### config.mk
export PLATFORM = sky130hd
export DESIGN_NAME = vdp_bridge_top
export DESIGN_NICKNAME = d
export VERILOG_FILES = /design/src/hdl/vdp_bridge_pkg.sv /design/src/hdl/cpu_pins_if.sv /design/src/hdl/vdp_bridge_top.sv /design/src/hdl/audio_lowpass.sv /design/src/hdl/mcp3202_reader.sv /design/src/hdl/frac_clock_divider.sv /design/src/hdl/cpu_bus_capture.sv /design/src/hdl/pin_filter.sv
export SDC_FILE = /design/constraint.sdc
export NUM_CORES = 1
export LEC_CHECK = 0
export BUFFER_PORTS_ARGS = -buffer_cell sky130_fd_sc_hd__buf_2
export CAP_MARGIN = 15
export CORE_MARGIN = 5
export CORE_UTILIZATION = 50
export CTS_CLUSTER_DIAMETER = 50
export CTS_CLUSTER_SIZE = 14
export DETAILED_ROUTE_END_ITERATION = 8
export PLACE_DENSITY = 0.71
export REMOVE_ABC_BUFFERS = 1
export SYNTH_ARGS = -nofsm -noshare
export SYNTH_HDL_FRONTEND = slang
export SYNTH_SLANG_ARGS = --single-unit
### constraint.sdc
create_clock -name clk_w -period 5.7 [get_ports clk_w]
set_input_delay 0.57 -clock clk_w [delete_from_list [all_inputs] [get_ports clk_w]]
set_output_delay 0.57 -clock clk_w [all_outputs]
set_load 0.02 [all_outputs]
### src/hdl/vdp_bridge_pkg.sv
`default_nettype none

package vdp_bridge_pkg;

    // --------------------------------------------------------------------------
    // data types
    // --------------------------------------------------------------------------
    typedef logic [7:0]  cpu_data_t;    // cpu data byte
    typedef logic [1:0]  vdp_port_t;    // vdp port from the mode pins
    typedef logic [11:0] adc_word_t;    // raw mcp3202 conversion
    typedef logic [15:0] sample_t;      // unsigned audio sample
    typedef logic [31:0] lpf_acc_t;     // sample lives in the upper half

    typedef enum logic {
        ARMED,                          // waiting for a chip select
        HOLD                            // access seen, wait for pins to move
    } bus_state_t;

    // --------------------------------------------------------------------------
    // defaults for a 50 MHz system clock
    // --------------------------------------------------------------------------
    localparam int FILTER_LEN_DEF     = 3;     // stable cycles per pin

    localparam int CPUCLK_LOW_DEF     = 6;     // about 3.58 MHz
    localparam int CPUCLK_PERIOD_DEF  = 14;

    localparam int GROMCLK_LOW_DEF    = 55;    // cpu clock over eight
    localparam int GROMCLK_PERIOD_DEF = 112;

    localparam int SCK_LOW_DEF        = 75;    // adc spi clock
    localparam int SCK_PERIOD_DEF     = 150;

    localparam int LPF_SHIFT_DEF      = 4;     // filter pole

endpackage

`default_nettype wire
### src/hdl/cpu_pins_if.sv
`timescale 1ns/1ps
`default_nettype none

// filtered cpu strobes and port select
interface cpu_pins_if;

    logic                      csr_n;   // read select, active low
    logic                      csw_n;   // write select, active low
    vdp_bridge_pkg::vdp_port_t mode;    // port number

    modport filter (
        output csr_n,
        output csw_n,
        output mode
    );

    modport capture (
        input  csr_n,
        input  csw_n,
        input  mode
    );

endinterface

`default_nettype wire

### src/hdl/vdp_bridge_top.sv
`timescale 1ns/1ps
`default_nettype none

module vdp_bridge_top #(
    parameter int FILTER_LEN     = vdp_bridge_pkg::FILTER_LEN_DEF,
    parameter int CPUCLK_LOW     = vdp_bridge_pkg::CPUCLK_LOW_DEF,
    parameter int CPUCLK_PERIOD  = vdp_bridge_pkg::CPUCLK_PERIOD_DEF,
    parameter int GROMCLK_LOW    = vdp_bridge_pkg::GROMCLK_LOW_DEF,
    parameter int GROMCLK_PERIOD = vdp_bridge_pkg::GROMCLK_PERIOD_DEF,
    parameter int SCK_LOW        = vdp_bridge_pkg::SCK_LOW_DEF,
    parameter int SCK_PERIOD     = vdp_bridge_pkg::SCK_PERIOD_DEF,
    parameter int SGL            = 1,
    parameter int ODD            = 0,
    parameter int LPF_SHIFT      = vdp_bridge_pkg::LPF_SHIFT_DEF
) (
    input  logic                      clk_w,
    input  logic                      reset_n_w,
    // cpu bus
    input  logic                      csr_n,
    input  logic                      csw_n,
    input  vdp_bridge_pkg::vdp_port_t mode,
    input  vdp_bridge_pkg::cpu_data_t cd_in,
    output vdp_bridge_pkg::cpu_data_t cd_out,
    output logic                      cd_oe,
    // vdp side
    output logic                      vdp_req,
    output logic                      vdp_wrt,
    output vdp_bridge_pkg::vdp_port_t vdp_adr,
    output vdp_bridge_pkg::cpu_data_t vdp_dbo,
    input  vdp_bridge_pkg::cpu_data_t vdp_dbi,
    // board clocks
    input  logic                      gromclk_ena_n,
    input  logic                      cpuclk_ena_n,
    output logic                      cpuclk,
    output logic                      cpuclk_oe,
    output logic                      gromclk,
    // audio adc
    output logic                      adc_clk,
    output logic                      adc_cs,
    output logic                      adc_mosi,
    input  logic                      adc_miso,
    output vdp_bridge_pkg::sample_t   audio_sample,
    output logic                      audio_valid
);

    cpu_pins_if pins ();

    logic [3:0]                raw_pins;     // {mode, csw_n, csr_n}
    logic [3:0]                filt_pins;
    logic                      grom_div;
    logic                      sck;
    logic                      sck_rise;
    logic                      sck_fall;
    logic                      adc_sck_en;
    vdp_bridge_pkg::adc_word_t adc_data;
    logic                      adc_valid;

    // --------------------------------------------------------------------------
    // cpu bus
    // --------------------------------------------------------------------------
    assign raw_pins = {mode, csw_n, csr_n};

    for (genvar gi = 0; gi < 4; gi++) begin : g_pin_filter
        pin_filter #(
            .FILTER_LEN (FILTER_LEN)
        ) pin_filter_i (
            .clk_w     (clk_w),
            .reset_n_w (reset_n_w),
            .din       (raw_pins[gi]),
            .dout      (filt_pins[gi])
        );
    end

    assign pins.csr_n = filt_pins[0];
    assign pins.csw_n = filt_pins[1];
    assign pins.mode  = filt_pins[3:2];

    cpu_bus_capture cpu_bus_capture_i (
        .clk_w     (clk_w),
        .reset_n_w (reset_n_w),
        .pins      (pins),
        .cd_in     (cd_in),
        .vdp_req   (vdp_req),
        .vdp_wrt   (vdp_wrt),
        .vdp_adr   (vdp_adr),
        .vdp_dbo   (vdp_dbo)
    );

    assign cd_oe  = ~csr_n;   // drive the bus straight off the raw strobe
    assign cd_out = vdp_dbi;

    // --------------------------------------------------------------------------
    // clocks
    // --------------------------------------------------------------------------
    frac_clock_divider #(
        .LOW    (CPUCLK_LOW),
        .PERIOD (CPUCLK_PERIOD)
    ) cpuclk_div_i (
        .clk_w     (clk_w),
        .reset_n_w (reset_n_w),
        .clk_out   (cpuclk),
        .rise      (),
        .fall      ()
    );

    frac_clock_divider #(
        .LOW    (GROMCLK_LOW),
        .PERIOD (GROMCLK_PERIOD)
    ) gromclk_div_i (
        .clk_w     (clk_w),
        .reset_n_w (reset_n_w),
        .clk_out   (grom_div),
        .rise      (),
        .fall      ()
    );

    assign gromclk   = gromclk_ena_n ? cpuclk : grom_div;
    assign cpuclk_oe = ~cpuclk_ena_n;

    // --------------------------------------------------------------------------
    // audio adc
    // --------------------------------------------------------------------------
    frac_clock_divider #(
        .LOW    (SCK_LOW),
        .PERIOD (SCK_PERIOD)
    ) sck_div_i (
        .clk_w     (clk_w),
        .reset_n_w (reset_n_w),
        .clk_out   (sck),
        .rise      (sck_rise),
        .fall      (sck_fall)
    );

    mcp3202_reader #(
        .SGL (SGL),
        .ODD (ODD)
    ) mcp3202_reader_i (
        .clk_w      (clk_w),
        .reset_n_w  (reset_n_w),
        .sck_rise   (sck_rise),
        .sck_fall   (sck_fall),
        .adc_miso   (adc_miso),
        .adc_mosi   (adc_mosi),
        .adc_cs     (adc_cs),
        .adc_sck_en (adc_sck_en),
        .adc_data   (adc_data),
        .adc_valid  (adc_valid)
    );

    assign adc_clk = sck & adc_sck_en;   // gated outside a frame

    audio_lowpass #(
        .LPF_SHIFT (LPF_SHIFT)
    ) audio_lowpass_i (
        .clk_w        (clk_w),
        .reset_n_w    (reset_n_w),
        .adc_data     (adc_data),
        .adc_valid    (adc_valid),
        .audio_sample (audio_sample),
        .audio_valid  (audio_valid)
    );

endmodule

`default_nettype wire

### src/hdl/audio_lowpass.sv
`timescale 1ns/1ps
`default_nettype none

module audio_lowpass #(
    parameter int LPF_SHIFT = vdp_bridge_pkg::LPF_SHIFT_DEF
) (
    input  logic                      clk_w,
    input  logic                      reset_n_w,
    input  vdp_bridge_pkg::adc_word_t adc_data,
    input  logic                      adc_valid,
    output vdp_bridge_pkg::sample_t   audio_sample,
    output logic                      audio_valid
);

    vdp_bridge_pkg::lpf_acc_t acc_r;
    vdp_bridge_pkg::lpf_acc_t x_in;    // new sample in the accumulator scale
    logic signed [32:0]       diff;    // x minus acc, one bit wider
    logic signed [32:0]       step;

    assign x_in = {adc_data, 4'b0000, 16'h0000};
    assign diff = $signed({1'b0, x_in}) - $signed({1'b0, acc_r});
    assign step = diff >>> LPF_SHIFT;

    // acc += (x - acc) / 2^shift
    always_ff @(posedge clk_w or negedge reset_n_w) begin
        if (!reset_n_w) begin
            acc_r       <= '0;
            audio_valid <= 1'b0;
        end else begin
            audio_valid <= adc_valid;
            if (adc_valid) begin
                acc_r <= acc_r + vdp_bridge_pkg::lpf_acc_t'(step);
            end
        end
    end

    assign audio_sample = acc_r[31:16];

endmodule

`default_nettype wire

### src/hdl/mcp3202_reader.sv
`timescale 1ns/1ps
`default_nettype none

module mcp3202_reader #(
    parameter int SGL = 1,
    parameter int ODD = 0
) (
    input  logic                      clk_w,
    input  logic                      reset_n_w,
    input  logic                      sck_rise,
    input  logic                      sck_fall,
    input  logic                      adc_miso,
    output logic                      adc_mosi,
    output logic                      adc_cs,
    output logic                      adc_sck_en,
    output vdp_bridge_pkg::adc_word_t adc_data,
    output logic                      adc_valid
);

    // bit counter phases within one frame
    //   0..3   command bits, advanced on sck falls
    //   4      rise where the adc takes msbf
    //   5      null bit
    //   6..17  data bits, msb first
    //   18     wait for the fall that closes the frame
    localparam int CMD_BITS   = 4;
    localparam int DATA_FIRST = 6;
    localparam int FRAME_END  = 18;

    logic [3:0]  cmd;            // start, sgl, odd, msbf
    logic [4:0]  bit_cnt;
    logic [10:0] shift_r;        // data bits gathered so far
    logic        data_bit;

    assign cmd = {1'b1, (SGL != 0), (ODD != 0), 1'b1};

    assign data_bit = !adc_cs && sck_rise &&
                      (bit_cnt >= 5'(DATA_FIRST)) && (bit_cnt < 5'(FRAME_END));

    // --------------------------------------------------------------------------
    // frame sequencing
    // --------------------------------------------------------------------------
    always_ff @(posedge clk_w or negedge reset_n_w) begin
        if (!reset_n_w) begin
            adc_cs     <= 1'b1;
            adc_sck_en <= 1'b0;
            adc_mosi   <= 1'b0;
            bit_cnt    <= '0;
            adc_valid  <= 1'b0;
        end else begin
            adc_valid <= 1'b0;
            if (adc_cs) begin
                if (sck_fall) begin          // open a new frame
                    adc_cs     <= 1'b0;
                    adc_sck_en <= 1'b1;
                    bit_cnt    <= '0;
                end
            end else if (bit_cnt < 5'(CMD_BITS)) begin
                if (sck_fall) begin
                    adc_mosi <= cmd[2'd3 - bit_cnt[1:0]];
                    bit_cnt  <= bit_cnt + 1'b1;
                end
            end else if (bit_cnt < 5'(FRAME_END)) begin
                if (sck_rise) begin
                    adc_mosi <= 1'b0;
                    bit_cnt  <= bit_cnt + 1'b1;
                    if (bit_cnt == 5'(FRAME_END - 1)) begin
                        adc_valid <= 1'b1;   // last bit taken
                    end
                end
            end else if (sck_fall) begin
                adc_cs     <= 1'b1;          // cs high for one sck period
                adc_sck_en <= 1'b0;
            end
        end
    end

    // --------------------------------------------------------------------------
    // data shift
    // --------------------------------------------------------------------------
    always_ff @(posedge clk_w) begin
        if (data_bit) begin
            shift_r <= {shift_r[9:0], adc_miso};
            if (bit_cnt == 5'(FRAME_END - 1)) begin
                adc_data <= {shift_r, adc_miso};
            end
        end
    end

endmodule

`default_nettype wire

### src/hdl/frac_clock_divider.sv
`timescale 1ns/1ps
`default_nettype none

module frac_clock_divider #(
    parameter int LOW    = vdp_bridge_pkg::CPUCLK_LOW_DEF,
    parameter int PERIOD = vdp_bridge_pkg::CPUCLK_PERIOD_DEF
) (
    input  logic clk_w,
    input  logic reset_n_w,
    output logic clk_out,
    output logic rise,
    output logic fall
);

    localparam int CNT_W = $clog2(PERIOD);

    logic [CNT_W-1:0] div_cnt;
    logic             at_low;     // end of the low half
    logic             at_end;     // end of the whole period

    assign at_low = (div_cnt == CNT_W'(LOW - 1));
    assign at_end = (div_cnt == CNT_W'(PERIOD - 1));

    // odd periods give halves one cycle apart
    always_ff @(posedge clk_w or negedge reset_n_w) begin
        if (!reset_n_w) begin
            div_cnt <= '0;
            clk_out <= 1'b0;
            rise    <= 1'b0;
            fall    <= 1'b0;
        end else begin
            div_cnt <= at_end ? '0 : div_cnt + 1'b1;
            rise    <= 1'b0;
            fall    <= 1'b0;
            if (at_low || at_end) begin
                clk_out <= ~clk_out;
                rise    <= ~clk_out;  // going high
                fall    <= clk_out;   // going low
            end
        end
    end

endmodule

`default_nettype wire

### src/hdl/cpu_bus_capture.sv
`timescale 1ns/1ps
`default_nettype none

module cpu_bus_capture (
    input  logic                      clk_w,
    input  logic                      reset_n_w,
    cpu_pins_if.capture               pins,
    input  vdp_bridge_pkg::cpu_data_t cd_in,
    output logic                      vdp_req,
    output logic                      vdp_wrt,
    output vdp_bridge_pkg::vdp_port_t vdp_adr,
    output vdp_bridge_pkg::cpu_data_t vdp_dbo
);

    vdp_bridge_pkg::bus_state_t state;
    logic [1:0]                 cs_pair;    // {csr_n, csw_n} as seen now
    logic [1:0]                 cs_latch;   // pair at the last capture
    logic                       access;

    assign cs_pair = {pins.csr_n, pins.csw_n};
    assign access  = pins.csr_n ^ pins.csw_n;   // exactly one select low

    // --------------------------------------------------------------------------
    // one request per access
    // --------------------------------------------------------------------------
    always_ff @(posedge clk_w or negedge reset_n_w) begin
        if (!reset_n_w) begin
            state    <= vdp_bridge_pkg::ARMED;
            cs_latch <= 2'b11;
            vdp_req  <= 1'b0;
        end else begin
            case (state)
                vdp_bridge_pkg::ARMED: begin
                    vdp_req  <= access;
                    cs_latch <= cs_pair;
                    state    <= vdp_bridge_pkg::HOLD;
                end
                vdp_bridge_pkg::HOLD: begin
                    vdp_req <= 1'b0;
                    // re-arm only once the selects move
                    if (cs_pair != cs_latch) begin
                        state <= vdp_bridge_pkg::ARMED;
                    end
                end
            endcase
        end
    end

    // --------------------------------------------------------------------------
    // request payload, held until the next access
    // --------------------------------------------------------------------------
    always_ff @(posedge clk_w) begin
        if (state == vdp_bridge_pkg::ARMED && access) begin
            vdp_wrt <= ~pins.csw_n;
            vdp_adr <= pins.mode;
            vdp_dbo <= cd_in;       // cpu keeps data stable under cs
        end
    end

endmodule

`default_nettype wire

### src/hdl/pin_filter.sv
`timescale 1ns/1ps
`default_nettype none

module pin_filter #(
    parameter int FILTER_LEN = vdp_bridge_pkg::FILTER_LEN_DEF
) (
    input  logic clk_w,
    input  logic reset_n_w,
    input  logic din,
    output logic dout
);

    localparam int CNT_W = $clog2(FILTER_LEN + 1);

    logic [1:0]       sync_r;       // two-flop synchronizer
    logic [CNT_W-1:0] stable_cnt;   // cycles the pin has differed from dout

    always_ff @(posedge clk_w or negedge reset_n_w) begin
        if (!reset_n_w) begin
            sync_r     <= 2'b11;
            stable_cnt <= '0;
            dout       <= 1'b1;     // strobes idle high
        end else begin
            sync_r <= {sync_r[0], din};
            if (sync_r[1] == dout) begin
                stable_cnt <= '0;   // glitch ended, start over
            end else if (stable_cnt == CNT_W'(FILTER_LEN - 1)) begin
                stable_cnt <= '0;
                dout       <= sync_r[1];
            end else begin
                stable_cnt <= stable_cnt + 1'b1;
            end
        end
    end

endmodule

`default_nettype wire

==> results.yml <==
synth:
  ys_ff_latch: 124
  yosys.area.top_type: "dfrtp_1"
  synth_area_leaders: "dfrtp_1, edfxtp_1, ha_1, dfstp_2, xnor2_1"
  synth_top_area_share_pct: 26.53
  syn_avg_cell_area_um2: 10.70
  synth_cell_types: 56
  async_flop_share_pct: 72.58
  synth-edff-count: 34
  syn_inst: 661
  synth_most_common_cell: "dfrtp_1"
  yosys-top-cells-count: "dfrtp_1, ha_1, a21oi_1"
  synth_seq_area_share_pct: 46.53
  yosysWarnings: 0
  synthFlopType: "dfrtp_1"
  syn-cell-area_mm2: 0.007074
critical_path:
  critical_path.top_delay_family: "simple AND/OR/NAND/NOR gates"
  worstPathArrival_ns: 4.94
  path_cells: "or2_2 > nor4_1 > nand3_1 > nor4_2 > a21oi_1 > inv_1 > a21oi_1 > xnor2_1 > ha_1 > and4_1 > and3_1 > a221oi_1 > o21a_1 > o31a_1 > o21ai_1 > a31oi_1 > xor2_1 > mux2i_1"
  crit_slowest_cell: "nor4_1"
  cp.required_ns: 5.97
  worst-path-buf-inv: 1
  critPathLaunchType: "flip-flop"
  path_max_fanout: 6
  cp_slowest_stage_delay_ns: 0.54
  endpoint_kind: "flip-flop"
  path_class: "reg2reg"
  cpMostUsedCell: "a21oi_1"
power:
  p_leak_nw: 3.682
  power_frac_seq_pct: 46.0
  irDropWorstVdd_mv: 0.2150
  cellPowerDensity_mw_per_mm2: 295.1
  intPower_mw: 1.777
  switchingPower_uw: 564.3
  switching_share_pct: 24.10
  p_comb_share_pct: 8.6
  pwr-share-clk_pct: 45.4
floorplanning:
  core_mm2: 0.01388
  initial_core_util_pct: 50.96
  io_pins: 69
  die_area_mm2: 0.01663
  die_x_um: 128.9
  fp.dieH_um: 128.9
  rows: 43
sta:
  maxSlewHeadroom_pct: 26.40
  finalHoldViolCount: 0
  fin_crit_sh_pct: 81.95
  finClkSkew_ns: 0.007078
  setup_slack_ns: 1.029
  grt_setup_unrepaired: "false"
  setup_tns_ns: 0
  max_freq_mhz: 214.1
  setup_viol: 0
  worst_pin_slew_ns: 1.094
  period_needed_ns: 4.671
  drv_slew: 0
drt:
  detail_route.iter0.violations: 260
  drtPass1Iterations: 4
  drtAntennaViolNets: 0
  via_per_inst: 5.587
  finalWirelength_um: 13550
  post_drt_wl_per_cell_um: 15.24
  num_vias: 4967
  drcViolationCount: 0
flow_run:
  maxCapViolCount: 0
finish:
  drive_gt1_share_pct: 19.32
  area_delta_synth_final_pct: 12.15
  nets: 775
  nFillCells: 1189
  stdcell_area_mm2: 0.007934
  diodes: 0
clock_tree:
  cts.path.max_buffers: 2
  postCtsSetupBuffers: 0
  htree_levels: 4
  cts_root_buf: "clkbuf_16"
  cts_tree: "done"
  clkLatencyLatePin_ns: 0.41
  clkTransAtPathRegs_ns: 0.05
  cts_hold_buffers: 0
  clock-sinks: 124
  cts_resized: 0
  cts_inserted_buffers: 17
global_routing:
  grtUsageTotal_pct: 17.30
  grt-ovfl-total: 0
  grt_pass1_wl_um: 23250
  grt_max_degree: 56
  grt_pass1_vias: 4962
  antenna_found_initial: 0
status:
  outcome: "complete, no violations"
place:
  port_buffers: 52
  place_ws_ns: 1.114
  place.gp.congestion: 0.9288
  placed_cell_area_mm2: 0.007340
  hpwl_um: 9920
min_path:
  hold_class: "in2async"
==> placed cells by master, fill, tap and decap left out, drive strengths merged, types with 5 or more instances in the layout <==
cell type / Yosys / layout
a31oi: 5 / 5
a211oi: 6 / 6
a21o: 15 / 15
inv: 34 / 39
edfxtp: 34 / 34
o21ai: 37 / 37
dfrtp: 75 / 75
xnor2: 41 / 41
a21oi: 44 / 44
ha: 53 / 53
nor3b: 5 / 5
o21bai: 7 / 7
o21a: 5 / 5
and3: 5 / 5
nor4: 6 / 6
dfstp: 15 / 15
nand3: 12 / 12
nand4: 10 / 10
xor2: 29 / 29
mux2i: 8 / 8
and2: 6 / 6
nor3: 15 / 15
mux2: 26 / 26
buf: 26 / 55
clkbuf: 13 / 22
nor2b: 13 / 13
nand2: 42 / 42
nor2: 38 / 38
==> metrics by stage <==
step	cells	total power, mW	util, %	hold WS [ns]
floorplan	622	1.221	-	0.2744
global placement	857	1.283	52.88	0.3459
detailed placement	857	1.301	52.88	0.3473
CTS	889	2.381	57.16	0.1176
global route	889	2.447	57.16	0.1492
finish	889	2.342	57.16	0.1176
==> final timing paths <==
kind	from	end	slack [ns]	cells past startpoint
setup / recovery	audio_lowpass_i.acc_r[14]$_DFFE_PN0P_	audio_lowpass_i.acc_r[30]$_DFFE_PN0P_	1.03	18
hold / removal	reset_n_w	audio_lowpass_i.acc_r[16]$_DFFE_PN0P_	0.12	1
hold reg to reg	g_pin_filter[2].pin_filter_i.sync_r[0]$_DFF_PN1_	g_pin_filter[2].pin_filter_i.sync_r[1]$_DFF_PN1_	0.36	0
min in group clk_w	csw_n	g_pin_filter[1].pin_filter_i.sync_r[0]$_DFF_PN1_	0.25	1
max in group asynchronous	reset_n_w	mcp3202_reader_i.adc_valid$_DFF_PN0_	4.52	2
setup reg to reg	audio_lowpass_i.acc_r[14]$_DFFE_PN0P_	audio_lowpass_i.acc_r[30]$_DFFE_PN0P_	1.03	18
==> kinds of logic (layout without fill, tap and decap cells) <==
logic type | Yosys count | count (layout) | share of synthesized area (%)
buf+inv | 73 | 121 | 5.270
mux | 34 | 34 | 5.271
fa+ha+maj | 54 | 54 | 9.657
simple gates | 166 | 166 | 12.19
flops | 124 | 124 | 46.53
compound gates | 140 | 140 | 12.42
xor+xnor | 70 | 70 | 8.666
==> routing by layer <==
| layer | wire length [um] | up-vias | GRT usage, % |
|---|---|---|---|
| li1 | - | 2410 | - |
| met1 | 6160 | 2429 | 22.05 |
| met5 | 0 | - | 0 |
| met4 | 171 | 0 | 5.559 |
| met2 | 6577 | 111 | 28.05 |
| met3 | 638 | 17 | 5.645 |
==> flip-flops by register name, indices dropped and copies added, names as in the netlist, 2 cells and up <==
signal / count
gromclk_div_i.div_cnt: 7
cpuclk_div_i.div_cnt: 4
sck_div_i.div_cnt: 8
g_pin_filter.pin_filter_i.sync_r: 8
mcp3202_reader_i.adc_data: 12
cpu_bus_capture_i.cs_latch: 2
mcp3202_reader_i.bit_cnt: 5
cpu_bus_capture_i.vdp_adr: 2
cpu_bus_capture_i.vdp_dbo: 8
g_pin_filter.pin_filter_i.stable_cnt: 8
mcp3202_reader_i.shift_r: 11
audio_lowpass_i.acc_r: 32
g_pin_filter.pin_filter_i.dout: 4
==> final cells by class <==
type	instances	area, um^2	area share [%]
clock buffer	22	496.7	6.261
clock inverter	10	97.59	1.230
inverter	34	127.6	1.609
multi-input combinational	464	3410	42.97
sequential	124	3292	41.49
tap	180	225.2	2.839
timing repair buffer	55	285.3	3.596
==> power by group through the flow <==
stage          logic, mW  clock network, mW  registers (mW)
5_1_grt            0.225               1.14            1.09
4_1_cts            0.210               1.09            1.08
3_3_place_gp       0.197                  0            1.09
3_5_place_dp       0.208                  0            1.09
6_report           0.202               1.06            1.08
2_1_floorplan      0.100                  0            1.12
(Power assumes the default switching activity.)
